$ cat src/common/bps_pkg.sv
package bps_pkg;

    // field geometry
    localparam int FIELD_WIDTH     = 8;
    localparam int FIELD_HEIGHT    = 8;
    localparam int FIELD_CELLS     = FIELD_WIDTH * FIELD_HEIGHT;
    localparam int CELL_ADDR_WIDTH = $clog2(FIELD_CELLS);

    localparam int LABELS     = 16;
    localparam int COST_WIDTH = 8;
    localparam int MSG_WIDTH  = 6;
    localparam int MSG_MAX    = 63;

    // memory layout of the field record, in bytes
    localparam int BEAT_BYTES  = 8;
    localparam int WORD_BYTES  = 16;
    localparam int DATA_OFFSET = 40;

    localparam int QUEUE_DEPTH = 4;

    typedef logic [47:0] mc_addr_t;
    typedef logic [63:0] beat_t;
    typedef logic [COST_WIDTH-1:0] cost_t;
    typedef logic [MSG_WIDTH-1:0] msg_t;

    // label 0 sits in the low bits
    typedef msg_t [LABELS-1:0] msg_word_t;

    // a cost word or a widened message word, seen as memory beats or label lanes
    typedef union packed {
        beat_t [1:0] beats;
        cost_t [LABELS-1:0] lanes;
    } data_word_t;

    typedef enum logic [2:0] {
        OP_IDLE       = 3'd0,
        OP_LOAD       = 3'd1,
        OP_DOWN       = 3'd2,
        OP_STORE_DOWN = 3'd4
    } bps_op_t;

    typedef enum logic [1:0] {
        ST_IDLE,
        ST_LOAD,
        ST_DOWN,
        ST_STORE
    } bps_state_t;

endpackage

$ cat src/store/bps_store_queue.sv
`timescale 1ns/10ps

module bps_store_queue import bps_pkg::*; (
    input  logic                       clk,
    input  logic                       rst,
    input  logic                       push,
    input  msg_word_t                  msg,
    input  logic [CELL_ADDR_WIDTH-1:0] cell_index,
    input  mc_addr_t                   store_base,
    output logic                       full,
    output logic                       empty,
    output logic                       mc_req_st,
    output mc_addr_t                   mc_req_vadr,
    output beat_t                      mc_req_wdata,
    input  logic                       mc_req_stall
);

    data_word_t                       words [QUEUE_DEPTH];
    logic [CELL_ADDR_WIDTH-1:0]       index [QUEUE_DEPTH];
    data_word_t                       word_c;
    logic [$clog2(QUEUE_DEPTH)-1:0]   wr_ptr;
    logic [$clog2(QUEUE_DEPTH)-1:0]   rd_ptr;
    logic [$clog2(QUEUE_DEPTH):0]     count;
    logic                             beat_sel;
    logic                             accept;
    logic                             pop;

    always_comb begin
        for (int l = 0; l < LABELS; l++) begin
            word_c.lanes[l] = cost_t'(msg[l]);
        end
    end

    always_ff @(posedge clk) begin
        if (push) begin
            words[wr_ptr] <= word_c;
            index[wr_ptr] <= cell_index;
        end
    end

    assign accept = mc_req_st && !mc_req_stall;
    assign pop    = accept && beat_sel;

    always_ff @(posedge clk) begin
        if (rst) begin
            wr_ptr   <= '0;
            rd_ptr   <= '0;
            count    <= '0;
            beat_sel <= 1'b0;
        end else begin
            if (push) begin
                wr_ptr <= wr_ptr + 1'b1;
            end
            if (pop) begin
                rd_ptr <= rd_ptr + 1'b1;
            end
            if (accept) begin
                beat_sel <= !beat_sel;
            end
            case ({push, pop})
                2'b10:   count <= count + 1'b1;
                2'b01:   count <= count - 1'b1;
                default: count <= count;
            endcase
        end
    end

    assign empty = (count == '0);
    // one slot stays free for the message read that is already on its way
    assign full  = (count >= ($clog2(QUEUE_DEPTH) + 1)'(QUEUE_DEPTH - 1));

    assign mc_req_st    = !empty;
    assign mc_req_wdata = words[rd_ptr].beats[beat_sel];
    assign mc_req_vadr  = store_base + mc_addr_t'(index[rd_ptr]) * mc_addr_t'(WORD_BYTES)
                        + mc_addr_t'(beat_sel) * mc_addr_t'(BEAT_BYTES);

endmodule

$ cat config.mk
export PLATFORM = sky130hd
export DESIGN_NAME = bps_store_queue
export DESIGN_NICKNAME = d
export VERILOG_FILES = /design/src/common/bps_pkg.sv /design/src/store/bps_store_queue.sv
export SDC_FILE = /design/constraint.sdc
export NUM_CORES = 1
export LEC_CHECK = 0
export ABC_AREA = 1
export BUFFER_PORTS_ARGS = -buffer_cell sky130_fd_sc_hd__clkbuf_2
export CAP_MARGIN = 20
export CELL_PAD_IN_SITES_DETAIL_PLACEMENT = 1
export CELL_PAD_IN_SITES_GLOBAL_PLACEMENT = 1
export CORE_UTILIZATION = 30
export CTS_CLUSTER_DIAMETER = 40
export DETAILED_ROUTE_END_ITERATION = 16
export HOLD_SLACK_MARGIN = 0.05
export PLACE_DENSITY_LB_ADDON = 0.1
export SLEW_MARGIN = 20
export SYNTH_ARGS = -nofsm -noshare
export SYNTH_HDL_FRONTEND = slang
export SYNTH_SLANG_ARGS = --single-unit
$ cat constraint.sdc
create_clock -name clk -period 6.7 [get_ports clk]
set_clock_uncertainty 0.15 [all_clocks]
set_input_delay 0 -clock clk [delete_from_list [all_inputs] [get_ports clk]]
set_output_delay 0 -clock clk [all_outputs]
set_load 0.005 [all_outputs]
* Word level (Yosys, flattened, before mapping)
Memories as Yosys holds them, arrays and structs flattened. A register that Yosys moved wholly into a read port is not among the register bits.
Cells that the tools add are included.
** Word-level totals
- Register bits :: 8
- Bits in writable memories :: 408
- Memories kept :: 2
** Memories
- words :: words 4, width 96, read ports 1, clocked after Yosys merged registers in 1, write ports 1, RTL line bps_store_queue.sv:18 : data_word_t words [QUEUE_DEPTH];
- index :: words 4, width 6, read ports 1, clocked after Yosys merged registers in 1, write ports 1, RTL line bps_store_queue.sv:19 : logic [CELL_ADDR_WIDTH-1:0] index [QUEUE_DEPTH];
** Operators by class
- $add $sub $neg :: 6
- Magnitude comparators :: 2
- Equal/unequal tests :: 2
- Mux-type cells :: 9
- Reductions and logical operators :: 7
** Operators by type and width (number)
- 64-bit two-way mux :: 2
- 48-bit by 10-bit adder with 48-bit output :: 1
- 48-bit by 4-bit adder with 48-bit output :: 1
- 2-bit two-way mux :: 4
- 3-bit case mux with 2 select lines :: 1
- 2-bit by 1-bit adder with 2-bit output, second input constant :: 2
- 3-bit by 1-bit adder with 3-bit output, second input constant :: 1
- 3-bit by 2-bit >= comparator with 1-bit output, second input constant :: 1
- 1-bit logical NOT :: 3
- 3-bit logical NOT :: 1
- 3-bit by 1-bit subtractor with 3-bit output, second input constant :: 1
- 2-bit by 1-bit equality test with 1-bit output, second input constant :: 1
- 2-bit equality test, second input constant :: 1
- 1-bit logical AND :: 2
- 1-bit by 2-bit < comparator with 1-bit output, second input constant :: 1
- 1-bit two-way mux :: 2
- 2-bit nonzero test :: 1

* Longest topological paths before layout
- Depth in word-level cells :: 6
- Mapped depth :: 18
- Depth with buffers taken out :: 14

* Worst setup path before layout
No wires, ideal clock.
- Path kind :: register -> register
- Start :: reg wr_ptr[0]
- End :: mem index[2][0] (netlist name) (enable)
- Data arrival time :: 2555 ps
- Slack :: 3540 ps
- Cell stages (with the launch flop) :: 5
- Buffers on the path :: 0
- Cell sequence :: dfxtp_1 inv_1 ha_1 nand2_1 inv_1
** RTL lines
- from (decl) :: RTL line bps_store_queue.sv:21 : logic [$clog2(QUEUE_DEPTH)-1:0] wr_ptr;
- from (signal assigned) :: RTL line bps_store_queue.sv:52 : wr_ptr <= wr_ptr + 1'b1;
- to (decl) :: RTL line bps_store_queue.sv:19
Straight into the memory's write port.

==> results.ini <==
[cts]
cts.sinks=418
tritoncts=built
clockBufferDepth=3
insertion_delay_ns=0.58
cts.htree.levels=3
cts_hold_buffers=177
cts.reportedPaths.clkPinSlew_ns=0.05
cts_buffers=69
root_buffer=clkbuf_16
postCtsSetupBuffers=0
cts_resized=0

[logic_synthesis]
synth_warnings=0
synth_most_common_cell=edfxtp_1
syn_avg_cell_area_um2=11.02
ys_top_cells_by_count=edfxtp_1, nand2_1, nor2_1
synth_seq_cells=418
yosys_most_used_dff=edfxtp_1
synth_edf_count=408
syn_area_um2=18170
ys_seq_area_share_pct=68.51
synth_area_leaders=edfxtp_1, nand2_1, nor2_1
yosysTopAreaCellShare_pct=67.41
syn_inst=1649
async_reset_ff_share_pct=0
yosysTopAreaCell=edfxtp_1
ys_types=36

[die]
start_util_pct=30.56
rows=89
core_area_um2=59460
dieArea_um2=61570
ios=269
die_h_um=248.1
fp.dieW_um=248.1

[finish]
final_cell_area_um2=24050
syn2layout_area_growth_pct=32.34
regArea_um2=12460
final_util_pct=40.45
multiInputGateArea_um2=4940
fin_nets=2240
drive_above_1_share_pct=17.87
fillers=6529

[global_routing]
grt_start_max_net_pins=205
grt-ovfl-total=0
grt_pass1_vias=14160
gr-usage-all-layers_pct=17.53
antenna_found_initial=4
grt_pass1_wl_um=82090

[power_and_ir_drop]
p_per_area_nw_per_um2=297.7
p_int_uw=5510
p_leak_uw=0.009220
seqPwrFrac_pct=42.0
p_clk_share_pct=48.9
swShare_pct=23.04
pwr-share-comb_pct=9.1
p_sw_uw=1650
ir_worst_vdd_mv=0.1982

[setup_path]
crit_arrival_ns=3.79
reg2reg_depth=10
r2r_start=beat_sel$_SDFFE_PP0N_
critical_path.max_fanout=204
critPathCaptureType=primary output
cp.required_ns=6.55
r2r_end=count[2]$_SDFFE_PP0P_
r2r_setup_slack_ns=3.97
worstSetupPathType=register to primary output
start_kind=register
endpoint=mc_req_vadr[27]

[drt]
viasPerCell=4.675
drt_wl_total_um=53570
wire_per_inst_um=18.46
num_vias=13560
first_pass_iters=4
postRouteAntennaNets=0
drcViolationCount=0
dr.first_iter.drc_count=429

[flow_run]
drv_cap=0

[timing]
finalMaxSlewViolations=0
max_clock_freq_ghz=0.2540
rsz0062_at_grt=false
hold_violations=0
setup_slack_ns=2.763
fin_crit_sh_pct=58.77
slew_headroom_pct=17.36
finalCriticalPeriod_ns=3.937
setup_viol=0
hold-worst-slack_ns=0.06195
worstMarginPinSlew_ns=1.240
tns_ns=0

[place]
numPortBuffers=246
dp_slack_ns=3.247
dp_hpwl_um=31160
gp_congestion=0.8139
place_area_um2=19970

[hold_path]
hp-class=input pin to register

[outcome]
status=finished, final reports clean

==> registers in the layout (all words and copies together) (netlist names), named ones only <==
name      count
rd_ptr        2
beat_sel      1
count         3
index        24
wr_ptr        2
words       384
==> metal layers <==
metal | GRT usage (%) | up-vias | share of wire [%]
met2 | 30.21 | 249 | 49
met1 | 22.38 | 6659 | 45
met3 | 3.114 | 72 | 4.2
met5 | 0 | - | 0.047
li1 | - | 6579 | -
met4 | 5.183 | 4 | 1.7
==> critical path: stages (launching register included) <==
cell      delay, ns
dfxtp_4        0.37
buf_12         0.54
nand2_1        0.11
a32oi_1        0.29
inv_1          0.09
fa_1           0.43
inv_1          0.15
nand3_1        0.09
nand3_1        0.20
nand2_1        0.10
nand2_2        0.24
nand2_1        0.13
xnor2_1        0.17
clkbuf_2       0.14
==> cells in the final DEF (no fill, tap or decap), drive strengths merged <==
cell type,n
xnor2,9
a31oi,48
o22ai,5
clkinv,23
dlygate4sd3,177
inv,77
buf,11
and2,2
nor2,314
nand2,333
nor3,3
nand4,15
ha,12
conb,16
clkinvlp,5
edfxtp,408
nand3b,8
o21ai,205
a211oi,2
a21oi,58
clkbuf,328
o21bai,1
nand3,29
a32oi,1
bufinv,8
dfxtp,10
xor2,15
diode,2
o21a,1
fa,2
==> stage by stage <==
step                std cells  power [uW]
global route             2901        7435
CTS                      2899        7265
floorplan                1664        3363
detailed placement       2597        3641
finish                   2901        7160
global placement         2597        3632
==> logic make-up after synthesis <==
kind of cell,count (synthesis),share of synthesized area (%)
AND/OR/NAND/NOR,704,15.37
flip-flops,418,68.51
AO/OA/AOI/OAI,321,9.280
buffers and inverters,167,4.619
XOR/XNOR,24,1.157
adder cells (fa/ha/maj),14,1.046
other,1,0.02063
==> power by group through the flow <==
stage / clock, uW / combinational (uW) / sequential [uW]
final: 3500 / 651 / 3010
after global routing: 3680 / 735 / 3020
after CTS: 3590 / 668 / 3010
after detailed placement: 0 / 580 / 3060
after global placement: 0 / 573 / 3060
after floorplan: 0 / 300 / 3060
==> how the worst min path moves through the flow <==
stage / startpoint / slack, ns / endpoint / cells past startpoint
final: msg[54] / 0.06 / words[1][54]$_DFFE_PP_ / 2
after global routing: msg[54] / 0.07 / words[1][54]$_DFFE_PP_ / 2
after CTS: msg[9] / 0.05 / words[0][9]$_DFFE_PP_ / 2
after detailed placement: store_base[1] / -0.15 / mc_req_vadr[1] / 0
after global placement: store_base[1] / -0.15 / mc_req_vadr[1] / 0
after floorplan: store_base[10] / -0.09 / mc_req_vadr[10] / 1
==> cell type report <==
type	instances	share of cell area, %
diodes	2	0.02081
multi-input cells	1079	20.54
inverters	70	1.165
clock inverters	43	1.920
well taps	773	4.021
flip-flops and latches	418	51.81
clock buffers	82	7.647
repair buffers	434	12.88
Power figures use the tool's default switching activity.
