==> config.mk <==
export PLATFORM = sky130hd
export DESIGN_NAME = bps_ctrl
export DESIGN_NICKNAME = d
export VERILOG_FILES = /design/src/common/bps_pkg.sv /design/src/rtl/bps_ctrl.sv
export SDC_FILE = /design/constraint.sdc
export NUM_CORES = 1
export LEC_CHECK = 0
export ABC_AREA = 1
export BUFFER_PORTS_ARGS = -buffer_cell sky130_fd_sc_hd__buf_2
export CAP_MARGIN = 10
export CELL_PAD_IN_SITES_DETAIL_PLACEMENT = 0
export CELL_PAD_IN_SITES_GLOBAL_PLACEMENT = 1
export CORE_MARGIN = 1
export CORE_UTILIZATION = 42
export CTS_CLUSTER_SIZE = 40
export DETAILED_ROUTE_END_ITERATION = 7
export GPL_ROUTABILITY_DRIVEN = 0
export GPL_TIMING_DRIVEN = 0
export PLACE_DENSITY = 0.89
export SLEW_MARGIN = 15
export SYNTH_ARGS = -nofsm -noshare
export SYNTH_HDL_FRONTEND = slang
export SYNTH_SLANG_ARGS = --single-unit
==> constraint.sdc <==
create_clock -name clk -period 5.2 [get_ports clk]
set_input_delay 0.26 -clock clk [delete_from_list [all_inputs] [get_ports clk]]
set_output_delay 0.26 -clock clk [all_outputs]
set_load 0.1 [all_outputs]
==> src/common/bps_pkg.sv <==
package bps_pkg;

    // field geometry
    localparam int FIELD_WIDTH     = 8;
    localparam int FIELD_HEIGHT    = 8;
    localparam int FIELD_CELLS     = FIELD_WIDTH * FIELD_HEIGHT;
    localparam int CELL_ADDR_WIDTH = $clog2(FIELD_CELLS);

    localparam int LABELS     = 16;
    localparam int COST_WIDTH = 8;
    localparam int MSG_WIDTH  = 6;
    localparam int MSG_MAX    = 63;

    // memory layout of the field record, in bytes
    localparam int BEAT_BYTES  = 8;
    localparam int WORD_BYTES  = 16;
    localparam int DATA_OFFSET = 40;

    localparam int QUEUE_DEPTH = 4;

    typedef logic [47:0] mc_addr_t;
    typedef logic [63:0] beat_t;
    typedef logic [COST_WIDTH-1:0] cost_t;
    typedef logic [MSG_WIDTH-1:0] msg_t;

    // label 0 sits in the low bits
    typedef msg_t [LABELS-1:0] msg_word_t;

    // a cost word or a widened message word, seen as memory beats or label lanes
    typedef union packed {
        beat_t [1:0] beats;
        cost_t [LABELS-1:0] lanes;
    } data_word_t;

    typedef enum logic [2:0] {
        OP_IDLE       = 3'd0,
        OP_LOAD       = 3'd1,
        OP_DOWN       = 3'd2,
        OP_STORE_DOWN = 3'd4
    } bps_op_t;

    typedef enum logic [1:0] {
        ST_IDLE,
        ST_LOAD,
        ST_DOWN,
        ST_STORE
    } bps_state_t;

endpackage

==> src/rtl/bps_ctrl.sv <==
`timescale 1ns/10ps

module bps_ctrl import bps_pkg::*; (
    input  logic                       clk,
    input  logic                       rst,
    input  bps_op_t                    opcode,
    input  logic [63:0]                addr_base,
    output logic                       busy,
    output logic                       mc_req_ld,
    output mc_addr_t                   ld_vadr,
    input  logic                       mc_req_stall,
    input  logic                       cost_written,
    output logic                       cnt_clear,
    output logic                       step_req,
    output logic                       step_cell,
    output logic                       row_only,
    input  logic [CELL_ADDR_WIDTH:0]   req_count,
    input  logic [CELL_ADDR_WIDTH-1:0] cell_index,
    input  logic                       req_last,
    input  logic                       cell_last,
    output logic [CELL_ADDR_WIDTH-1:0] cost_rd_addr,
    output logic [CELL_ADDR_WIDTH-1:0] msg_rd_addr,
    output logic [CELL_ADDR_WIDTH-1:0] msg_wr_addr,
    output logic                       msg_wr,
    output logic                       queue_push,
    output logic [CELL_ADDR_WIDTH-1:0] push_index,
    input  logic                       queue_full,
    input  logic                       queue_empty,
    output mc_addr_t                   store_base
);

    bps_state_t                 state;
    mc_addr_t                   base_q;
    logic                       issue_done;
    logic                       ld_issue;
    logic                       down_issue;
    logic                       store_issue;
    logic [2:0]                 down_vld;
    logic [CELL_ADDR_WIDTH-1:0] down_addr [3];

    // a new load may go out when the port is free or the current one is taken
    assign ld_issue    = (state == ST_LOAD) && !issue_done && (!mc_req_ld || !mc_req_stall);
    assign down_issue  = (state == ST_DOWN) && !issue_done;
    assign store_issue = (state == ST_STORE) && !issue_done && !queue_full;

    assign busy      = (state != ST_IDLE);
    assign cnt_clear = (state == ST_IDLE);
    assign row_only  = (state != ST_LOAD);
    assign step_req  = ld_issue;
    assign step_cell = (state == ST_LOAD) ? cost_written : (down_issue || store_issue);

    assign cost_rd_addr = cell_index;
    assign msg_rd_addr  = cell_index;
    assign store_base   = base_q + mc_addr_t'(DATA_OFFSET) + mc_addr_t'(WORD_BYTES * FIELD_CELLS);

    // the read address one cycle on is the cell whose message the queue takes
    assign push_index  = down_addr[0];
    assign msg_wr      = down_vld[2];
    assign msg_wr_addr = down_addr[2];

    always_ff @(posedge clk) begin
        if (rst) begin
            state      <= ST_IDLE;
            issue_done <= 1'b0;
            mc_req_ld  <= 1'b0;
            down_vld   <= '0;
            queue_push <= 1'b0;
        end else begin
            case (state)
                ST_IDLE: begin
                    issue_done <= 1'b0;
                    case (opcode)
                        OP_LOAD:       state <= ST_LOAD;
                        OP_DOWN:       state <= ST_DOWN;
                        OP_STORE_DOWN: state <= ST_STORE;
                        default:       state <= ST_IDLE;
                    endcase
                end
                ST_LOAD: begin
                    if (cost_written && cell_last) begin
                        state <= ST_IDLE;
                    end
                end
                ST_DOWN: begin
                    if (msg_wr && msg_wr_addr == CELL_ADDR_WIDTH'(FIELD_WIDTH - 1)) begin
                        state <= ST_IDLE;
                    end
                end
                default: begin
                    if (issue_done && !queue_push && queue_empty) begin
                        state <= ST_IDLE;
                    end
                end
            endcase
            if ((ld_issue && req_last) || ((down_issue || store_issue) && cell_last)) begin
                issue_done <= 1'b1;
            end
            if (ld_issue) begin
                mc_req_ld <= 1'b1;
            end else if (!mc_req_stall) begin
                mc_req_ld <= 1'b0;
            end
            // RAM read and two normalizer stages
            down_vld   <= {down_vld[1:0], down_issue};
            queue_push <= store_issue;
        end
    end

    always_ff @(posedge clk) begin
        if (state == ST_IDLE) begin
            base_q <= addr_base[47:0];
        end
        if (ld_issue) begin
            ld_vadr <= base_q + mc_addr_t'(DATA_OFFSET)
                     + mc_addr_t'(req_count) * mc_addr_t'(BEAT_BYTES);
        end
        down_addr[0] <= cell_index;
        down_addr[1] <= down_addr[0];
        down_addr[2] <= down_addr[1];
    end

endmodule

Yosys cells after proc, flatten, opt, wreduce, memory -nomap -nowiden --
Memories as Yosys holds them, arrays and structs flattened. Cells that the tools add are included.
Storage, ports and cells: register bits after elaboration 104, bits in latches 0, bits in writable memories 18, memory bits (read-only) 0, word-level logic and storage cells 56, memories 1
Memory list:
- down_addr | words 3, bits a word 6, rd ports 3, clocked after Yosys merged registers in 0, wr ports 3, line bps_ctrl.sv:39 | logic [CELL_ADDR_WIDTH-1:0] down_addr [3];
Operators by class: $add $sub $neg 3, multipliers 0, divide/modulo/power cells 0, order comparisons 0, equal/unequal tests 11, shift-type cells 0, multiplexer cells 10, bitwise logic cells 0, reduce and logical (&&, ||, !) cells 24
Operators by type and width (count):
- $add 48x10->48 | 1
- $add 48x11->48 const B | 1
- $add 48x6->48 const B | 1
- $pmux 2 s3 | 2
- $logic_and 1x1->1 | 11
- $ne 2x1->1 const B | 4
- $eq 6x3->1 const B | 1
- $mux 2 | 3
- $logic_not 1->1 | 5
- $mux 1 | 5
- $eq 2x2->1 const B | 2
- $reduce_bool 2->1 | 2
- $reduce_bool 4->1 | 1
- $eq 3x1->1 const B | 1
- $eq 3x2->1 const B | 1
- $eq 3x3->1 const B | 1
- $logic_or 1x1->1 | 3
- $reduce_and 3->1 | 1
- $eq 2x1->1 const B | 1
- $logic_not 2->1 | 1

Longest topological paths before layout --
depth in word-level cells 7, mapped depth 20

Worst setup path before layout --
OpenSTA, ideal clock, no wires.
path kind reg2reg, start register state[1], end register state[1], library setup time 58 ps, data arrival time 6185 ps, required time 5142 ps, setup slack -1043 ps, stages on the path, launching flop included 6, buffers on the path 0, cells stage by stage dfxtp_1 nor2_1 inv_1 o31ai_1 nand3_1 inv_1
Between the ends: longest elaborated chain between the ends 3
RTL lines:
- from (decl) | line bps_ctrl.sv:32 | bps_state_t state;
- from (signal assigned) | line bps_ctrl.sv:63 | state <= ST_IDLE;
- from (signal assigned) | line bps_ctrl.sv:73 | OP_LOAD: state <= ST_LOAD;
- from (signal assigned) | line bps_ctrl.sv:74 | OP_DOWN: state <= ST_DOWN;
- $logic_not 2->1 *
- via cnt_clear | line bps_ctrl.sv:13 | output logic cnt_clear,
- $reduce_bool 4->1 (no line)
- $reduce_and 3->1 (no line)
The timed path passes the listed nets; every way through them passes the cells marked *. A chain may end at the register's enable or synchronous reset.

Worst setup path in the final report --
start register base_q[3], end output port store_base[42]
Between the ends: longest elaborated chain between the ends 2
RTL lines:
- from (decl) | line bps_ctrl.sv:33 | mc_addr_t base_q;
- from (signal assigned) | line bps_ctrl.sv:111 | base_q <= addr_base[47:0];
- $add 48x6->48 | line bps_ctrl.sv:54 | assign store_base = base_q + mc_addr_t'(DATA_OFFSET) + mc_addr_t'(WORD_BYTES * FIELD_CELLS);
- $add 48x11->48 | line bps_ctrl.sv:54
- to (decl) | line bps_ctrl.sv:29 | output mc_addr_t store_base
No other way between the ends.

==> results.ini <==
[run_status]
status = finished, final reports clean

[setup_path]
path_cells = ha_1 -> nor2_1 -> nor2_2 -> nand2_1 -> nand2_1 -> nand2_2 -> ha_1 -> nand3_4 -> nor2_8 -> nand2_2 -> nor2_2 -> nand3_1 -> xor2_1 -> buf_2
crit_path_end_kind = output pin
cp-start-kind = register
critPathMaxFanout = 7
path_class = register to output pin
worst_path_dominant_cell_family = simple AND/OR/NAND/NOR gates
cp_slowest_cell = buf_2
max_stage_delay_ns = 0.46
critPathArrivalTime_ns = 3.69
path_buf_inv = 1
cp.required_ns = 4.94

[grt]
grtUsageTotal_pct = 22.7
grt_max_degree = 29
grt_pass1_vias = 6846
antenna_found_initial = 0
overflow = 0
grt_pass1_wl_um = 33900

[power_and_ir_drop]
max-vdd-ir-drop_uv = 236
powerDensity_nw_per_um2 = 430
p_leak_uw = 0.00482

[cts]
htreeDepth = 4
clk_pin_slew_ns = 0.06
cts_buffers = 17
post_cts_buffers = 0
cts_tree = done
cts.sinks = 122
clk_latency_ns = 0.43
holdBufCountCts = 42
root_buffer = clkbuf_16
clk_path_buf_depth = 2
cts-resized-gates = 0

[sta]
period_minus_slack_ns = 3.95
setup_viol = 0
rsz0062_at_grt = no
clock_skew_ns = 0.00927
slew_viol_final = 0
fin_tns_setup_ns = 0
finalHoldViolCount = 0
hold_slack_ns = 0.0128
worstMarginPinSlew_ns = 0.828
clock.fmax_ghz = 0.253
fin_crit_sh_pct = 76.0
slew_headroom_pct = 44.6

[drt]
vias_per_cell = 4.75
ant_nets = 0
drc = 0
drt_iter0_markers = 444
vias = 7181
wl_per_cell_um = 14.3
drt_pass1_iterations = 5
wl_um = 21600

[finish]
n_fill_cell = 1736
stdcell_count = 1513
drive_gt1_share_pct = 30.4
nets = 1364
syn_to_final_growth_pct = 30.4
register_area_um2 = 3400
antennaDiodeCount = 0
multiInputGateArea_um2 = 3900

[synthesis]
netlist_area_um2 = 7990
ys_seq_area_share_pct = 42.6
async_flop_share_pct = 0
synth_edf_count = 96
synthFlopType = edfxtp_1
synth_cells = 1000
ys_ff_latch = 122
synth.distinct_cells = 32
syn_area_per_cell_um2 = 7.99
ys_warn_count = 0
syn_nets = 1098

[die]
die-width_um = 140
die_area_um2 = 19600
start_util_pct = 42.7
core_um2 = 18700
rows = 50
die_y_um = 140
io_pins = 216

[place]
dp_cells = 1436
hpwl_um = 17700
io_buffers = 199

[min_path]
min_path_type = primary input to register

[run]
maxCapViolations = 0

==> flip-flops by register name, indices dropped and copies added (netlist names) <==
| signal | cells |
|---|---|
| base_q | 48 |
| down_addr | 18 |
| down_vld | 3 |
| issue_done | 1 |
| ld_vadr | 48 |
| mc_req_ld | 1 |
| queue_push | 1 |
| state | 2 |
==> power by group <==
group          switching, uW  internal (uW)  total, uW
sequential              94.9           1230       1330
combinational           1590            383       1980
clock                    532            647       1180
total                   2220           2260       4480
==> layout make-up <==
type / count / share of cell area, %
inverters: 132 / 4.75
clock buffers: 17 / 4.08
well taps: 234 / 2.81
plain buffers: 29 / 2.06
multi-input cells: 717 / 37.4
flip-flops and latches: 122 / 32.6
clock inverters: 15 / 1.60
repair buffers: 247 / 14.7
==> synthesized netlist by cell type, types with 2 or more instances <==
library cell | instances | area share (%)
dfxtp_1 | 26 | 6.5
xnor2_1 | 11 | 1.2
nand3b_1 | 2 | 0.19
buf_4 | 28 | 2.6
edfxtp_1 | 96 | 36
o21ai_0 | 5 | 0.31
a31oi_1 | 2 | 0.16
nand2_4 | 7 | 0.99
nor2_1 | 124 | 5.8
nand2_2 | 35 | 2.7
nand3_4 | 4 | 0.88
inv_2 | 18 | 0.85
o21bai_1 | 4 | 0.38
nand3_2 | 3 | 0.38
a21oi_1 | 8 | 0.50
nand3_1 | 61 | 3.8
nor2_2 | 29 | 2.3
nor3_4 | 2 | 0.41
nor2_4 | 22 | 3.1
nand4_1 | 32 | 2.5
nor2_8 | 3 | 0.75
ha_1 | 9 | 1.4
nand2_1 | 290 | 14
xor2_1 | 58 | 6.4
inv_1 | 114 | 5.4
==> routing by layer <==
layer	global-route usage, %	part of all wire (%)	vias up
li1	-	-	3686
met1	29.0	45	3216
met2	37.5	47	235
met3	4.31	5.6	44
met4	9.49	2.9	0
met5	0	0	-
==> logic make-up after synthesis <==
kind of cell             synth area share, %
AND/OR/NAND/NOR                         37.7
buffers and inverters                   8.89
flip-flops                              42.6
XOR/XNOR                                7.56
AO/OA/AOI/OAI                           1.64
adder cells (fa/ha/maj)                 1.66
==> stage by stage <==
step                cell area, um2  utilization (%)  setup WS [ns]  total power [uW]
floorplan                     8000                -         0.0675              2910
global placement              9290             49.6          0.110              3250
detailed placement            9380             50.2           1.70              3300
CTS                          10400             55.6           1.23              4500
global route                 10400             55.7           1.02              4670
finish                       10400             55.7           1.25              4480
==> cell usage in the layout (no fill, tap or decap), types with 9 or more instances in the layout <==
cell type        n
nand2_1        290
buf_2          200
nor2_1         123
inv_1          114
edfxtp_1        96
nand3_1         61
xor2_1          58
dlygate4sd3_1   45
nand2_2         35
nand4_1         32
nor2_2          29
buf_4           28
dfxtp_1         26
nor2_4          23
inv_2           18
clkbuf_16       17
xnor2_1         11
ha_1             9
==> path summary, 6_finish.rpt <==
kind	from	end	slack (ns)	cells past startpoint
max	base_q[3]	store_base[42]	1.25	14
min	addr_base[27]	base_q[27]	0.01	1
max reg2reg	base_q[3]	ld_vadr[30]	1.83	14
min reg2reg	down_addr[0][10]	down_addr[0][16]	0.33	0
(Power assumes the default switching activity.)
