<file path="config.mk">
export PLATFORM = sky130hd
export DESIGN_NAME = bps_cell_counter
export DESIGN_NICKNAME = d
export VERILOG_FILES = /design/src/common/bps_pkg.sv /design/src/rtl/bps_cell_counter.sv
export SDC_FILE = /design/constraint.sdc
export NUM_CORES = 1
export LEC_CHECK = 0
export BUFFER_PORTS_ARGS = -buffer_cell sky130_fd_sc_hd__buf_2
export CAP_MARGIN = 20
export CORE_AREA = 2 2 39 41
export DETAILED_ROUTE_END_ITERATION = 12
export DIE_AREA = 0 0 41 43
export PLACE_DENSITY_LB_ADDON = 0.15
export SLEW_MARGIN = 20
export SYNTH_ARGS = -nofsm -noshare
export SYNTH_HDL_FRONTEND = slang
export SYNTH_SLANG_ARGS = --single-unit
export TNS_END_PERCENT = 30
</file>
<file path="constraint.sdc">
create_clock -name clk -period 2.8 [get_ports clk]
set_clock_uncertainty 0.1 [all_clocks]
set_input_delay 0.84 -clock clk [delete_from_list [all_inputs] [get_ports clk]]
set_output_delay 0.84 -clock clk [all_outputs]
set_load 0.1 [all_outputs]
</file>
<file path="src/common/bps_pkg.sv">
package bps_pkg;

    // field geometry
    localparam int FIELD_WIDTH     = 8;
    localparam int FIELD_HEIGHT    = 8;
    localparam int FIELD_CELLS     = FIELD_WIDTH * FIELD_HEIGHT;
    localparam int CELL_ADDR_WIDTH = $clog2(FIELD_CELLS);

    localparam int LABELS     = 16;
    localparam int COST_WIDTH = 8;
    localparam int MSG_WIDTH  = 6;
    localparam int MSG_MAX    = 63;

    // memory layout of the field record, in bytes
    localparam int BEAT_BYTES  = 8;
    localparam int WORD_BYTES  = 16;
    localparam int DATA_OFFSET = 40;

    localparam int QUEUE_DEPTH = 4;

    typedef logic [47:0] mc_addr_t;
    typedef logic [63:0] beat_t;
    typedef logic [COST_WIDTH-1:0] cost_t;
    typedef logic [MSG_WIDTH-1:0] msg_t;

    // label 0 sits in the low bits
    typedef msg_t [LABELS-1:0] msg_word_t;

    // a cost word or a widened message word, seen as memory beats or label lanes
    typedef union packed {
        beat_t [1:0] beats;
        cost_t [LABELS-1:0] lanes;
    } data_word_t;

    typedef enum logic [2:0] {
        OP_IDLE       = 3'd0,
        OP_LOAD       = 3'd1,
        OP_DOWN       = 3'd2,
        OP_STORE_DOWN = 3'd4
    } bps_op_t;

    typedef enum logic [1:0] {
        ST_IDLE,
        ST_LOAD,
        ST_DOWN,
        ST_STORE
    } bps_state_t;

endpackage

</file>
<file path="src/rtl/bps_cell_counter.sv">
`timescale 1ns/10ps

module bps_cell_counter import bps_pkg::*; (
    input  logic                       clk,
    input  logic                       rst,
    input  logic                       clear,
    input  logic                       step_req,
    input  logic                       step_cell,
    input  logic                       row_only,
    output logic [CELL_ADDR_WIDTH:0]   req_count,
    output logic [CELL_ADDR_WIDTH-1:0] cell_index,
    output logic                       req_last,
    output logic                       cell_last
);

    always_ff @(posedge clk) begin
        if (rst || clear) begin
            req_count  <= '0;
            cell_index <= '0;
        end else begin
            if (step_req) begin
                req_count <= req_count + 1'b1;
            end
            if (step_cell) begin
                cell_index <= cell_index + 1'b1;
            end
        end
    end

    // each cell takes two load beats
    assign req_last  = (req_count == (CELL_ADDR_WIDTH + 1)'(2 * FIELD_CELLS - 1));
    assign cell_last = row_only ? (cell_index == CELL_ADDR_WIDTH'(FIELD_WIDTH - 1))
                                : (cell_index == CELL_ADDR_WIDTH'(FIELD_CELLS - 1));

endmodule

</file>
; Word-level counts from Yosys, hierarchy flattened
; Index checks and enable logic that the tools add are counted.
[totals]
register_bits = 13
input_bits = 6
out_inout_bits = 15
elab_cells = 9
[classes]
n_addsub = 2
n_eq_ne = 3
muxes = 1
n_reduce_logical = 1
[ops]
columns = cell, n
row1 = "7-bit by 1-bit adder with 7-bit output, second input constant", 1
row2 = "7-bit == test, second input constant", 1
row3 = "6-bit by 1-bit adder with 6-bit output, second input constant", 1
row4 = "6-bit by 3-bit == test with 1-bit output, second input constant", 1
row5 = "6-bit == test, second input constant", 1
row6 = 1-bit logical OR, 1
row7 = 1-bit two-way mux, 1

; Logic depth before layout (Yosys ltp)
; Gate-level depths: netlist (run 1).
[depth]
ltp_word = 2
mapped_depth = 4
depth_no_buf = 4

; Worst setup path before layout (run 1)
; No wires, ideal clock.
[synth_path]
path_type = reg-to-output
from = register req_count[0]
to = output port req_last
t_arrival_ps = 2724
required_ps = 1860
path_slack_ps = -864
stages_incl_launch_ff = 4
n_path_buf = 0
cell_sequence = dfxtp_1 ha_1 nand4_1 nor2_1
[synth_via]
elab_chain_len = 1
[synth_lines]
columns = element, line_no
row1 = start: declaration, bps_cell_counter.sv:10  ; output logic [CELL_ADDR_WIDTH:0] req_count,
row2 = start signal: assignment, bps_cell_counter.sv:22  ; req_count <= req_count + 1'b1;
row3 = 7-bit == test, bps_cell_counter.sv:31  ; assign req_last = (req_count == (CELL_ADDR_WIDTH + 1)'(2 * FIELD_CELLS - 1));
row4 = end: declaration, bps_cell_counter.sv:12  ; output logic req_last,
; Every way passes these cells.

; Worst setup path in the final report (run 1)
[layout_path]
from = input port row_only
to = output port cell_last
[layout_via]
elab_chain_len = 1
[layout_lines]
columns = element, line_no
row1 = start: declaration, bps_cell_counter.sv:9  ; input logic row_only,
row2 = 1-bit two-way mux, bps_cell_counter.sv:32  ; assign cell_last = row_only ? (cell_index == CELL_ADDR_WIDTH'(FIELD_WIDTH - 1))
row3 = end: declaration, bps_cell_counter.sv:13  ; output logic cell_last
; Every way passes these cells.

==> flow_summary.yaml, run 1 <==
run_status:
  status: "complete, no violations"
drt:
  viasPerCell: 4.87
  postRouteWirelength_microns: 1080
  dr.pass1.iters: 4
  avgRoutedWirePerCell_microns: 10.9
  ant_nets: 0
  via_count: 482
  first_iter_violations: 1
  drc: 0
clock_tree:
  clk_pin_slew_ps: 80
  cts-root-buf: "clkbuf_4"
  clock_path_buffers: 2
  cts_resized: 0
  htreeDepth: 1
  cts_made_buffers: 3
  hold_buffers: 0
  postCtsSetupBuffers: 0
  clk_latency_ps: 270
  cts_tree: "done"
  cts.sinks: 13
hold_path:
  worstHoldPathType: "flip-flop to flip-flop"
  worst_hold_path.num_cells: 2
yosys:
  synth.net_count: 68
  syn_area_sq_um: 558
  synthFlopType: "dfxtp_1"
  synth_fa_ha_area_share_pct: 4.48
  synth_area_leaders: "dfxtp_1 47%, xor2_1 9.4%, nor2_1 7.4%"
  synth_top_area_share_pct: 46.6
  synth_top_cell_by_area: "dfxtp_1"
  ys_ff_latch: 13
  yosys_warnings: 0
  ys_seq_area_share_pct: 46.6
  synth_mux_area_share_pct: 3.59
  synth-async-reset-ratio_pct: 0
  synth_area_per_cell_sq_um: 9.30
  synth.distinct_cells: 17
  yosys.area_share.xor_xnor_pct: 12.6
  yosysMostFrequentCell: "dfxtp_1"
  synth_top_family_by_area: "simple AND/OR/NAND/NOR gates"
  synth-compound-area-share_pct: 7.17
  synthSimpleGateAreaFrac_pct: 24.9
  ys_top_cells_by_count: "13 x dfxtp_1, 11 x nor2_1, 6 x xor2_1, 5 x nand2_1, 4 x nand4_1"
  synth-edff-count: 0
  syn_inst: 60
floorplan:
  core_sq_um: 1380
  row_count: 14
  io_pins: 21
  die_area_sq_um: 1760
  die_w_microns: 41
  dieHeight_microns: 43
  start_util_pct: 40.3
final_layout:
  diodes: 0
  fillers: 138
  drive_above_1_share_pct: 36.1
  nets: 92
  area_growth_pct: 30.5
grt:
  grt_pass1_wl_microns: 1790
  track_usage_pct: 14.9
  antenna_found_initial: 0
  first_global_vias: 422
  grt_max_degree: 14
  gr-total-overflow: 0
sta:
  tightest_slew_ps: 487
  rsz0062_at_grt: "false"
  fin_crit_ps: 2500
  fmax_ghz: 0.401
  drv_slew: 0
  setup_violations: 0
  finalHoldViolCount: 0
  period_share_pct: 89.2
  timing.setup.tns_ps: 0
  slew_headroom_pct: 67.8
  hold_slack_ps: 417
place:
  hpwl_microns: 804
  io_buffers: 20
  gp_congestion: 0.691
setup_path:
  cp.required_ps: 1860
  crit_path_start_kind: "input port"
  r2r_cells: 4
  end_kind: "primary output"
  critical_path.max_stage_delay_ps: 240
  cp_cell_sequence: "buf_2 -> nor4b_1 -> o211a_1 -> buf_12"
  cp_slowest_cell: "o211a_1"
  cp.arrival_ps: 1560
  critPathKind: "input port to primary output"
  critical_path_peak_fanout: 2
power:
  vdd_drop_max_mv: 0.304
  finalPower_mw: 0.335
  cellPowerDensity_nw_per_um2: 460
  p_leak_nw: 0.338
run:
  cap_violations: 0
[worst paths after layout]
path	endpoint	slack, ps	startpoint
max	cell_last	300	row_only
min	cell_index[5]$_SDFFE_PP0P_	420	cell_index[5]$_SDFFE_PP0P_
max reg2reg	req_count[6]$_SDFFE_PP0P_	1430	req_count[0]$_SDFFE_PP0P_
min reg2reg	cell_index[5]$_SDFFE_PP0P_	420	cell_index[5]$_SDFFE_PP0P_
[through the flow]
step	utilization [%]	instances	worst slack [ps]	area, sq um
2_1_floorplan	-	60	-133	571
3_3_place_gp	50.7	95	301	702
3_5_place_dp	50.7	95	297	702
4_1_cts	52.6	99	288	728
5_1_grt	52.6	99	211	728
6_report	52.6	99	303	728
[layer usage]
layer  routed length, microns  GRT usage (%)  part of all wire [%]
met1                      530           22.1                    49
met5                        0              0                     0
met4                       13           10.0                   1.2
met3                       43           3.14                   4.0
met2                      489           18.4                    45
[report_power, final]
part           total (mW)  internal, mW  switching (mW)
registers           0.189         0.187         0.00231
logic              0.0323       0.00874          0.0236
clock network       0.114        0.0551          0.0587
total               0.335         0.251          0.0846
[registers in the layout, indices dropped and copies added (netlist names)]
register,flops
cell_index,6
req_count,7
[worst max-delay path, delay by kind of cell]
family | cells | cell delay, ps
simple gates | 1 | 210
compound gates | 1 | 240
buf+inv | 2 | 260
[area by class of cell]
type | instances | area, sq um | share of cell area, %
clock buffers | 4 | 26.3 | 3.61
multi-input cells | 46 | 302 | 41.4
flip-flops and latches | 13 | 265 | 36.4
well taps | 16 | 20.0 | 2.75
repair buffers | 20 | 115 | 15.8
[layout by cell type (no fill, tap or decap), drive strengths merged]
master  Yosys  final
a21oi       3      3
buf         0     20
clkbuf      1      4
dfxtp      13     13
ha          2      2
mux2i       2      2
nand2       5      5
nand4       5      5
nor2       11     11
nor3b       1      1
nor4b       1      1
o211a       1      1
o21ai       3      3
or2         1      1
or3         3      3
xnor2       2      2
xor2        6      6
[logic make-up (layout without fill, tap and decap cells)]
| kind of cell | Yosys count | count (layout) |
|---|---|---|
| flops | 13 | 13 |
| compound gates | 7 | 7 |
| buf+inv | 1 | 24 |
| mux | 2 | 2 |
| simple gates | 27 | 27 |
| xor+xnor | 8 | 8 |
| fa+ha+maj | 2 | 2 |
Power figures use the tool's default switching activity.
==> run 2, diff against run 1 <==
- CTS_BUF_LIST: unset -> sky130_fd_sc_hd__clkbuf_8
- REMOVE_ABC_BUFFERS: unset -> 1
==> flow_summary.yaml, run 2 (synthesis results as in run 1) <==
run_status:
  status: "complete, no violations"
setup_path:
  cp.required_ps: 1860
  cp_slowest_cell: "nor4b_1"
  critPathKind: "input port to primary output"
  crit_path_start_kind: "input port"
  critical_path.max_stage_delay_ps: 240
  cp.arrival_ps: 1590
  cp_cell_sequence: "buf_2 -> nor4b_1 -> o211a_1 -> buf_12"
  end_kind: "primary output"
  critical_path_peak_fanout: 2
hold_path:
  worstHoldPathType: "flip-flop to flip-flop"
final_layout:
  regMostFlops: "req_count"
  mostFrequentLayoutCells: "19 x buf_2, 13 x dfxtp_1, 11 x nor2_1, 6 x xor2_1, 5 x nand2_1"
  diodes: 0
  largest_reg_flops: 7
  drive_above_1_share_pct: 30.1
  multiInputGateArea_sq_um: 294
  largest_registers: "req_count: 7 flops, cell_index: 6 flops"
  final_common_cell: "buf_2"
  seqCellArea_sq_um: 260
  fillers: 151
  area_growth_pct: 31.6
  nets: 92
drt:
  drc: 0
  postRouteWirelength_microns: 1050
  avgRoutedWirePerCell_microns: 10.6
  via_count: 484
  viasPerCell: 4.89
  first_iter_violations: 6
  ant_nets: 0
  dr.pass1.iters: 4
clock_tree:
  hold_buffers: 0
  clock_path_buffers: 2
  clk_latency_ps: 240
  clk_pin_slew_ps: 60
  htreeDepth: 1
  cts_tree: "done"
  cts_made_buffers: 3
  cts_resized: 0
  cts-root-buf: "clkbuf_8"
  postCtsSetupBuffers: 0
  cts.sinks: 13
floorplan:
  core_sq_um: 1380
  dieHeight_microns: 43
  die_area_sq_um: 1760
  start_util_pct: 40.3
  io_pins: 21
  die_w_microns: 41
  row_count: 14
place:
  place_ws_ps: 258
  hpwl_microns: 762
  gp_congestion: 0.723
  io_buffers: 20
sta:
  worst_slack_ps: 272
  finalHoldViolCount: 0
  slew_headroom_pct: 67.7
  timing.setup.tns_ps: 0
  fmax_ghz: 0.396
  hold_slack_ps: 413
  drv_slew: 0
  tightest_slew_ps: 488
  period_share_pct: 90.3
  fin_crit_ps: 2530
  rsz0062_at_grt: "false"
  setup_violations: 0
grt:
  met2_usage_pct: 17.5
  grt_pass1_wl_microns: 1720
  use_met1_pct: 21.8
  gr-usage-met3_pct: 4.71
  grt_max_degree: 14
  antenna_found_initial: 0
  first_global_vias: 409
  gr-total-overflow: 0
  track_usage_pct: 14.8
  busiest_layer: "met1"
run:
  cap_violations: 0
power:
  p_leak_nw: 0.347
  cellPowerDensity_nw_per_um2: 524
  finalPower_mw: 0.385
  vdd_drop_max_mv: 0.275
## run 2: cell types whose count changed in the layout (fill, tap and decap cells not counted)
cell	delta
dfxtp_2	-4
nor2_1	+1
nor2_4	-1
inv_1	+1
dfxtp_1	+4
clkbuf_8	+3
clkbuf_1	-1
clkbuf_4	-3
## run 2: power breakdown
| group | total (mW) | internal, mW | switching, mW |
|---|---|---|---|
| Clock | 0.163 | 0.0967 | 0.0667 |
| Combinational | 0.0321 | 0.00876 | 0.0233 |
| Sequential | 0.189 | 0.187 | 0.00212 |
| Total | 0.385 | 0.293 | 0.0921 |
## run 2: cell type report
type	count	area share [%]
clock buffers	3	5.62
clock inverters	1	0.511
multi-input cells	46	40.0
flip-flops and latches	13	35.4
well taps	16	2.73
repair buffers	20	15.7
## run 2: path summary, 6_finish.rpt
check                                               start                        end  slack, ps  cells past startpoint
worst max-delay path                             row_only                  cell_last        270                      4
worst min-delay path            req_count[6]$_SDFFE_PP0P_  req_count[6]$_SDFFE_PP0P_        410                      2
worst max register to register  req_count[0]$_SDFFE_PP0P_  req_count[6]$_SDFFE_PP0P_       1390                      4
worst min register to register  req_count[6]$_SDFFE_PP0P_  req_count[6]$_SDFFE_PP0P_        410                      2
## run 2: through the flow
step	instances	util, %	instance area [sq um]
after floorplan	59	-	554
after global placement	95	49.8	689
after detailed placement	95	49.8	689
after CTS	99	53.1	734
after global routing	99	53.1	734
final	99	53.1	734
## run 2: layer usage
layer,vias up,share of wire [%]
met2,11,46
met3,2,4.8
li1,254,-
met1,217,48
met4,0,0.86
met5,-,0
## run 2: critical path, delay by kind of cell
kind / cells / cell delay (ps)
compound gates: 1 / 240
simple gates: 1 / 240
buf+inv: 2 / 260
