==> src/common/bps_pkg.sv <==
package bps_pkg;

    // field geometry
    localparam int FIELD_WIDTH     = 8;
    localparam int FIELD_HEIGHT    = 8;
    localparam int FIELD_CELLS     = FIELD_WIDTH * FIELD_HEIGHT;
    localparam int CELL_ADDR_WIDTH = $clog2(FIELD_CELLS);

    localparam int LABELS     = 16;
    localparam int COST_WIDTH = 8;
    localparam int MSG_WIDTH  = 6;
    localparam int MSG_MAX    = 63;

    // memory layout of the field record, in bytes
    localparam int BEAT_BYTES  = 8;
    localparam int WORD_BYTES  = 16;
    localparam int DATA_OFFSET = 40;

    localparam int QUEUE_DEPTH = 4;

    typedef logic [47:0] mc_addr_t;
    typedef logic [63:0] beat_t;
    typedef logic [COST_WIDTH-1:0] cost_t;
    typedef logic [MSG_WIDTH-1:0] msg_t;

    // label 0 sits in the low bits
    typedef msg_t [LABELS-1:0] msg_word_t;

    // a cost word or a widened message word, seen as memory beats or label lanes
    typedef union packed {
        beat_t [1:0] beats;
        cost_t [LABELS-1:0] lanes;
    } data_word_t;

    typedef enum logic [2:0] {
        OP_IDLE       = 3'd0,
        OP_LOAD       = 3'd1,
        OP_DOWN       = 3'd2,
        OP_STORE_DOWN = 3'd4
    } bps_op_t;

    typedef enum logic [1:0] {
        ST_IDLE,
        ST_LOAD,
        ST_DOWN,
        ST_STORE
    } bps_state_t;

endpackage

==> src/rtl/bps_msg_norm.sv <==
`timescale 1ns/10ps

module bps_msg_norm import bps_pkg::*; (
    input  logic       clk,
    input  data_word_t cost,
    output msg_word_t  msg
);

    data_word_t cost_q;
    cost_t      min_c;
    cost_t      min_q;
    msg_word_t  msg_c;

    always_comb begin
        min_c = cost.lanes[0];
        for (int l = 1; l < LABELS; l++) begin
            if (cost.lanes[l] < min_c) begin
                min_c = cost.lanes[l];
            end
        end
    end

    always_ff @(posedge clk) begin
        cost_q <= cost;
        min_q  <= min_c;
    end

    // distance from the cheapest label, clipped to the message range
    always_comb begin
        cost_t diff;
        for (int l = 0; l < LABELS; l++) begin
            diff = cost_q.lanes[l] - min_q;
            if (diff > cost_t'(MSG_MAX)) begin
                msg_c[l] = msg_t'(MSG_MAX);
            end else begin
                msg_c[l] = diff[MSG_WIDTH-1:0];
            end
        end
    end

    always_ff @(posedge clk) begin
        msg <= msg_c;
    end

endmodule

==> config.mk <==
export PLATFORM = sky130hd
export DESIGN_NAME = bps_msg_norm
export DESIGN_NICKNAME = d
export VERILOG_FILES = /design/src/common/bps_pkg.sv /design/src/rtl/bps_msg_norm.sv
export SDC_FILE = /design/constraint.sdc
export NUM_CORES = 1
export LEC_CHECK = 0
export BUFFER_PORTS_ARGS = -buffer_cell sky130_fd_sc_hd__buf_2
export CAP_MARGIN = 20
export CORE_MARGIN = 3
export CORE_UTILIZATION = 52
export CTS_CLUSTER_DIAMETER = 60
export DETAILED_ROUTE_END_ITERATION = 6
export GPL_TIMING_DRIVEN = 0
export PLACE_DENSITY = 0.83
export SYNTH_ARGS = -nofsm -noshare
export SYNTH_HDL_FRONTEND = slang
export SYNTH_SLANG_ARGS = --single-unit
==> constraint.sdc <==
create_clock -name clk -period 29.1 [get_ports clk]
set_input_delay 2.91 -clock clk [delete_from_list [all_inputs] [get_ports clk]]
set_output_delay 2.91 -clock clk [all_outputs]
set_load 0.02 [all_outputs]
* Word-level counts from Yosys, hierarchy flattened *
Cells that the tools add are included.

storage, ports and cells
  flip-flop bits (word level) = 232
  input port bits = 129
  output and inout bits = 96
  logic and storage cells = 80

operators by class
  add/sub/neg operators = 16
  $lt $le $gt $ge = 31
  mux-type cells = 15

operators by type and width
  operator              number
  $gt A8 B6 Y1 const B  16
  $sub A8 B8 Y8         16
  $lt A8 B8 Y1          15
  $mux W8               15

* Logic depth before layout (Yosys ltp) *
Gate-level depths: netlist (run 1).

  depth in word-level cells = 30
  gate-level depth with buffers = 156
  depth with buffers taken out = 146

* Worst setup path after synthesis (run 1) *
No wires, ideal clock.

  path type = input port to flip-flop
  start = input cost[1] (netlist name)
  end = register min_q[0]
  setup time = 117 ps
  arrival = 28638 ps
  required time = 28983 ps
  path slack = 346 ps
  stages on the path = 145
  path buffers = 10
  cells stage by stage = inv_1 -> ha_1 -> a2111o_1 -> a21oi_2 -> buf_4 -> mux2i_1 -> ha_1 -> and4_1 -> and2_1 -> nand2_1 -> nor4_1 -> a2111oi_4 -> nand2_1 -> clkbuf_1 -> nor2_1 -> a21oi_1 -> inv_1 -> ha_1 -> (+109 left out) -> nor2_4 -> mux2_2 -> inv_1 -> ha_1 -> a21oi_1 -> nor2_1 -> nor2_1 -> nand2_1 -> a21oi_1 -> a21boi_0 -> or3_1 -> ha_1 -> and4_1 -> a21oi_1 -> nand2_1 -> nor4_1 -> a31oi_4 -> a22o_1

on the way
  cells in the longest elaborated chain, start to end = 30

ends and longest elaborated chain
  element                 line                RTL
  start: declaration      bps_msg_norm.sv:5   input data_word_t cost,
  $lt A8 B8 Y1            bps_msg_norm.sv:17  if (cost.lanes[l] < min_c) begin
  $mux W8 (*)             bps_msg_norm.sv:17
  $lt A8 B8 Y1            bps_msg_norm.sv:17
  $mux W8 (*)             bps_msg_norm.sv:17
  $lt A8 B8 Y1            bps_msg_norm.sv:17
  $mux W8 (*)             bps_msg_norm.sv:17
  $lt A8 B8 Y1            bps_msg_norm.sv:17
  $mux W8 (*)             bps_msg_norm.sv:17
  (+15 left out)          -
  $mux W8 (*)             bps_msg_norm.sv:17
  $lt A8 B8 Y1            bps_msg_norm.sv:17
  $mux W8 (*)             bps_msg_norm.sv:17
  $lt A8 B8 Y1            bps_msg_norm.sv:17
  $mux W8 (*)             bps_msg_norm.sv:17
  $lt A8 B8 Y1            bps_msg_norm.sv:17
  $mux W8 (*)             bps_msg_norm.sv:17
  named net min_c[0]      bps_msg_norm.sv:10  cost_t min_c;
  end signal: assignment  bps_msg_norm.sv:25  min_q <= min_c;
  end: declaration        bps_msg_norm.sv:11  cost_t min_q;

Mark *: on every way through the listed nets, which the timed path passes. The rest lies on a longest branch.
A chain may end at the register's enable or synchronous reset.

* Worst setup path in the final report (run 1) *
  start = input cost[2] (netlist name)
  end = register min_q[5]

The elaborated chain is that of the path after synthesis.

==> results of run 1 <==
==> cell usage after synthesis, drive strengths merged, types with 10 or more instances <==
cell    instances
a21o           17
a21oi         133
and2           28
dfxtp         232
fa             16
ha            192
inv           211
mux2           40
mux2i          42
nand2         164
nand2b         31
nand3          16
nor2           63
nor2b          36
nor3           15
o211ai         14
o21a           10
o21ai         163
o21bai         20
or2            21
xnor2          52
xor2           19
==> through the flow <==
step	std cells	setup WS [ps]	TNS [ps]	cell area [µm²]
3_5_place_dp	2278	-3790	-29870	16300
3_3_place_gp	2273	-3000	-23470	16200
2_1_floorplan	1677	346	0	14600
4_1_cts	2367	13.3	0	17800
5_1_grt	2432	-921	-7140	19100
6_report	2432	33.5	0	19100
==> tightest hold or removal path: cells and delay by family, from the launching register on <==
family                   cells  cell delay [ps]
adder cells (fa/ha/maj)      1              120
buffers and inverters        1               50
flip-flops                   1              300
AND/OR/NAND/NOR              1               40
==> kinds of logic after synthesis <==
group / after synthesis
AOI/OAI and AO/OA: 431
and+or+nand+nor: 422
DFF: 232
buffers and inverters: 226
adders and majority gates: 213
muxes: 82
xor gates and xnor gates: 71
==> per-layer routing <==
layer	vias up	share of wire, %
met3	233	7.0
met4	0	5.7
met1	6610	40
met5	-	0
met2	729	48
li1	6549	-
==> state kept, by name, indices dropped and copies added (netlist names) <==
signal and cells:
min_q 8, msg 96, cost_q 128
==> path summary, 6_finish.rpt <==
path              start  endpoint  slack, ps  depth (start not counted)
max             cost[2]  min_q[5]         30                        145
min          cost_q[16]   msg[12]        540                          3
max reg2reg    min_q[0]   msg[15]      25510                         15
min reg2reg  cost_q[16]   msg[12]        540                          3
==> final cells by class <==
type / count / area (µm²)
antenna: 9 / 22.5
buffer: 11 / 113
clock buffer: 37 / 795
clock inverter: 12 / 101
fill: 1947 / 8190
inverter: 211 / 792
multi-input combinational: 1220 / 10100
sequential: 232 / 4640
tap: 372 / 465
timing repair buffer: 328 / 2060
==> timing repair <==
item / in CTS / in global routing
buffers inserted: 41 / 52
setup endpoints to repair: 8 / 8
cloned: 0 / 5
pin swaps: 26 / 65
endpoints found under the hold margin: 0 / 0
resized for setup: 95 / 154
==> results by group, run 1 <==
Cells and area
  • Commonest non-fill, non-tap cell in the layout: dfxtp_1
  • Final core occ: 69.9%
  • Nets: 2369
  • Share of layout cells above drive strength 1: 29.8%
  • Area Overhead vs Synth: 30.8%
  • Commonest cells after routing, fill and taps aside: 232 x dfxtp_1, 225 x buf_2, 195 x inv_1

Logic synthesis
  • Post-synth ARST share: 0%
  • Largest family of logic cells by synthesized area: adder cells
  • Top FF cell, synth: dfxtp_1
  • Syn Nets: 2014
  • Compound-Gate Fraction of Synth Area: 18.4%
  • Synth Register Bits: 232
  • Synth Warn #: 0
  • Post-Synth Adder-Cell Area: 19.0%
  • Top cells by area, synth: dfxtp_1 32%, ha_1 16%, inv_1 5.4%, o21ai_0 5.3%, a21oi_1 4.5%
  • EDFF count, synth: 0
  • Mux cell area share after synthesis: 6.09%
  • Post-synthesis xor/xnor area fraction: 4.27%
  • Yosys cell types: 89
  • Synth Cell Area: 14600 µm²
  • Yosys top cell area share: 31.9%
  • Synth area leader: dfxtp_1
  • Simple-gate area share of the yosys netlist: 14.4%
  • Post-synthesis sequential area ratio: 31.9%
  • Synth Instances: 1677
  • Syn avg cell area: 8.69 µm²

Worst setup path
  • CP Class: in2reg
  • Critical path's slowest cell: or4_4
  • CP required: 29560 ps
  • CP Capture Type: register
  • Worst path max stage delay: 520 ps
  • WP data arrival: 29520 ps
  • Worst-path maximum fanout: 8
  • Worst path bufs/invs: 23
  • CP top delay family: compound AO/OA/AOI/OAI gates
  • Startpoint types: input pin

Die
  • Std-Cell Rows: 60
  • Starting Density: 53.5%
  • Die area: 30100 µm²
  • Core Area: 27300 µm²
  • Boundary pin count: 225
  • Die X: 173 µm
  • Die H: 173 µm

STA
  • Final hold vios: 0
  • Post-Route Skew: 18.1 ps
  • Measured slew at the worst slew-check pin: 1130 ps
  • Tcrit/Tclk final: 99.9%
  • Pins Over Slew Limit: 0
  • Final Critical Period: 29070 ps
  • Rel. slew slack: 24.7%
  • Max Clk Rate: 34.4 MHz
  • Final setup fails: 0
  • Final hold slack: 544 ps

Global route
  • Total gr overflow: 0
  • Vias in the first global route: 13300
  • GR met2 Demand/Resource: 45.6%
  • Most used routing layer: met2
  • Initial antenna violation count: 9
  • Met3 Use GR: 3.72%
  • Grt met1 use: 32.9%
  • GRT Total Usage: 26.5%
  • Global-route wire length before repair: 65.9 mm
  • Pin count of the biggest net entering global routing: 19

Drt
  • DRC violations left: 0
  • Total wire length: 47.0 mm
  • Vias/cell: 5.81
  • Drt pass-1 iters: 6
  • Vias: 14100
  • 1st-iter DRT viols: 1052
  • Routed WL per cell: 19.3 µm
  • Final ANT Viol Nets: 0

Clock network
  • Hold-fix buffers, CTS: 0
  • Root Driver: clkbuf_16
  • Num CTS Buffers: 28
  • TritonCTS clock tree: done
  • H-tree depth: 1
  • Worst-Skew Late Latency: 550 ps
  • Clk sinks: 232
  • CTS Buffer Depth: 3
  • Clk slew on worst S/H paths: 70 ps

Run status
  • Outcome: finished clean

Placement
  • Detailed placer's ending HPWL: 31.1 mm
  • IO buf count: 224
  • Routability cong.: 0.936

Run
  • Max Cap Viol: 0

Hold path
  • Hold Crit Class: reg2reg
Power of run 1 is not shown: default switching activity piles up to over one toggle a cycle in this logic, so the estimate is an artifact.
==> run 2, diff against run 1 <==
--- a/config.mk
+++ b/config.mk
@@ -10,9 +10,11 @@
 export CORE_MARGIN = 3
 export CORE_UTILIZATION = 52
 export CTS_CLUSTER_DIAMETER = 60
+export CTS_CLUSTER_SIZE = 24
 export DETAILED_ROUTE_END_ITERATION = 6
 export GPL_TIMING_DRIVEN = 0
 export PLACE_DENSITY = 0.83
+export SETUP_SLACK_MARGIN = 0.4
 export SYNTH_ARGS = -nofsm -noshare
 export SYNTH_HDL_FRONTEND = slang
 export SYNTH_SLANG_ARGS = --single-unit
==> run 2 against run 1 <==
The run now ends with design-rule violations, negative setup slack left. Sequential share of layout area fell by 1.0 points. Worst hold slack better by 3.8 ps. Clock skew is 9.2 ps higher. Global-route usage grew 1.3 points. Cell count is 0.95% higher. Maximum frequency shrank 2.2%. Routed wire length rose by 14%. Highest routed layer is now met5.
==> results by group, run 2 (same netlist as run 1, synthesis figures left out) <==
Global route
  • Global-route wire length before repair: 69.2 mm (+5.0%)
  • Initial antenna violation count: 8 (-1)
  • Vias in the first global route: 14000 (+5.2%)
  • Pin count of the biggest net entering global routing: 22 (+3)
  • Total gr overflow: 0 (unchanged)
  • GRT Total Usage: 27.9% (+1.3 points)

STA
  • Setup ws final: -632 ps (-666 ps)
  • Measured slew at the worst slew-check pin: 1170 ps (+42.9 ps)
  • Tcrit/Tclk final: 102% (+2.3 points)
  • RSZ-0062 raised after global routing: true
  • Final hold vios: 0 (unchanged)
  • Post-Route Skew: 27.3 ps (+9.18 ps)
  • Final setup fails: 8 (+8)
  • Rel. slew slack: 21.8% (-2.9 points)
  • Pins Over Slew Limit: 0 (unchanged)
  • Max Clk Rate: 33.6 MHz (-2.2%)
  • Final Critical Period: 29730 ps (+666 ps)

Worst setup path
  • Worst-path maximum fanout: 8 (unchanged)
  • Reg2Reg Setup Slack: 25140 ps (-370 ps)
  • Worst path max stage delay: 560 ps (+40 ps)
  • Most frequent CP cell: ha_4
  • Critical path's slowest cell: nor4b_4
  • CP Class: in2reg
  • WP data arrival: 30190 ps (+670 ps)
  • R2R depth: 15 (unchanged)
  • CP required: 29560 ps (about the same)
  • Reg-to-Reg End: msg[12]
  • R2R Path Start: min_q[0]
  • Startpoint types: input pin
  • CP Capture Type: register

Cells and area
  • Area Overhead vs Synth: 36.5%
  • Number of flip-flops in the largest register: 128 (unchanged)
  • Most flop-heavy register: cost_q
  • Commonest non-fill, non-tap cell in the layout: dfxtp_1
  • Largest registers: cost_q (128), msg (96), min_q (8)
  • Final core occ: 73.0% (+3.0 points)
  • Nets: 2399 (+1.3%)
  • Share of layout cells above drive strength 1: 34.0% (+4.2 points)
  • Commonest cells after routing, fill and taps aside: 232 x dfxtp_1, 218 x buf_2, 177 x inv_1

Drt
  • Total wire length: 53.5 mm (+14%)
  • Routed WL per cell: 21.8 µm (+13%)
  • 1st-iter DRT viols: 1405 (+34%)
  • Final ANT Viol Nets: 0 (unchanged)
  • Drt pass-1 iters: 7 (+1)
  • DRC violations left: 16 (+16)
  • Vias/cell: 6.07 (+4.5%)
  • Vias: 14900 (+5.4%)

Clock network
  • Clk slew on worst S/H paths: 80 ps (about the same)
  • CTS Buffer Depth: 3 (unchanged)
  • Worst-Skew Late Latency: 530 ps (-20 ps)
  • H-tree depth: 1 (unchanged)
  • Root Driver: clkbuf_16
  • Clk sinks: 232 (unchanged)
  • TritonCTS clock tree: done
  • Num CTS Buffers: 21 (-25%)

Die
  • Starting Density: 53.5% (unchanged)
  • Die H: 173 µm (unchanged)
  • Boundary pin count: 225 (unchanged)
  • Std-Cell Rows: 60 (unchanged)
  • Die X: 173 µm (unchanged)
  • Core Area: 27300 µm² (unchanged)
  • Die area: 30100 µm² (unchanged)

Placement
  • Routability cong.: 0.920 (-1.7%)
  • IO buf count: 224 (unchanged)
  • Detailed placer's ending HPWL: 30.5 mm (-1.8%)
  • Pre-CTS setup slack: -3630 ps (+155 ps)

Run status
  • Outcome: finished, violations left
  • Violated checks: design-rule violations, negative setup slack

Hold path
  • HP Start: cost_q[48]
  • Cells on Worst Hold Path: 3 (unchanged)
  • Hold Crit Class: reg2reg
  • Hold EP: msg[36]

Run
  • Max Cap Viol: 0 (unchanged)
[run 2: changes by cell type in the layout (fill, tap and decap cells not counted), moves of 7 or more]
cell,previous run,this run
buf_4,92,118
mux2_4,15,22
inv_4,0,7
ha_4,22,44
inv_1,195,177
ha_1,169,146
nand2_1,149,141
inv_2,16,26
nand2_4,3,10
buf_6,4,19
buf_2,225,218
mux2_2,23,16
[run 2: final cells by class]
class,instances,area [µm²]
Timing Repair Buffer,362,2400
Multi-Input combinational cell,1219,10600
Clock inverter,16,210
Tap cell,372,465
Sequential cell,232,4640
Antenna cell,6,15.0
Buffer,15,168
Fill cell,1748,7370
Inverter,211,822
Clock buffer,22,539
[run 2: metal layers]
| layer | vias up | global-route usage, % | part of all wire [%] |
|---|---|---|---|
| li1 | 6594 | - | - |
| met1 | 6922 | 33.4 | 36 |
| met2 | 970 | 48.4 | 47 |
| met3 | 400 | 4.69 | 9.4 |
| met4 | 4 | 13.7 | 8.1 |
| met5 | - | 0 | 0.058 |
[run 2: timing repair]
item,CTS,global route
pin swaps,32,115
setup endpoints to repair,8,8
cloned,1,3
setup buffers,63,64
resized for setup,113,284
hold buffers,0,0
endpoints found under the hold margin,0,0
[run 2: critical path, delay by kind of cell]
family	cells	cell delay [ps]
AOI/OAI and AO/OA	46	8240
adders and majority gates	15	4130
buffers and inverters	27	3140
muxes	12	3240
and+or+nand+nor	48	8450
[run 2: worst max-delay path by stage]
stage,endpoint,start,depth (start not counted),slack (ps)
final,min_q[4],cost[7],148,-630
after global routing,min_q[4],cost[7],148,-1320
after CTS,min_q[0],cost[1],146,400
after detailed placement,min_q[0],cost[1],146,-3630
after global placement,min_q[0],cost[1],145,-2690
after floorplan,min_q[0],cost[1],145,510
[run 2: through the flow]
| step | TNS, ps | cell area, µm² | cells | hold WS (ps) |
|---|---|---|---|---|
| after floorplan | 0 | 14600 | 1677 | 519 |
| after global placement | -21020 | 16200 | 2273 | 526 |
| after detailed placement | -28670 | 16200 | 2276 | 534 |
| after CTS | 0 | 17900 | 2378 | 545 |
| after global routing | -10140 | 19900 | 2452 | 587 |
| final | -4720 | 19900 | 2455 | 548 |
Power of run 2 is left out for the same reason.
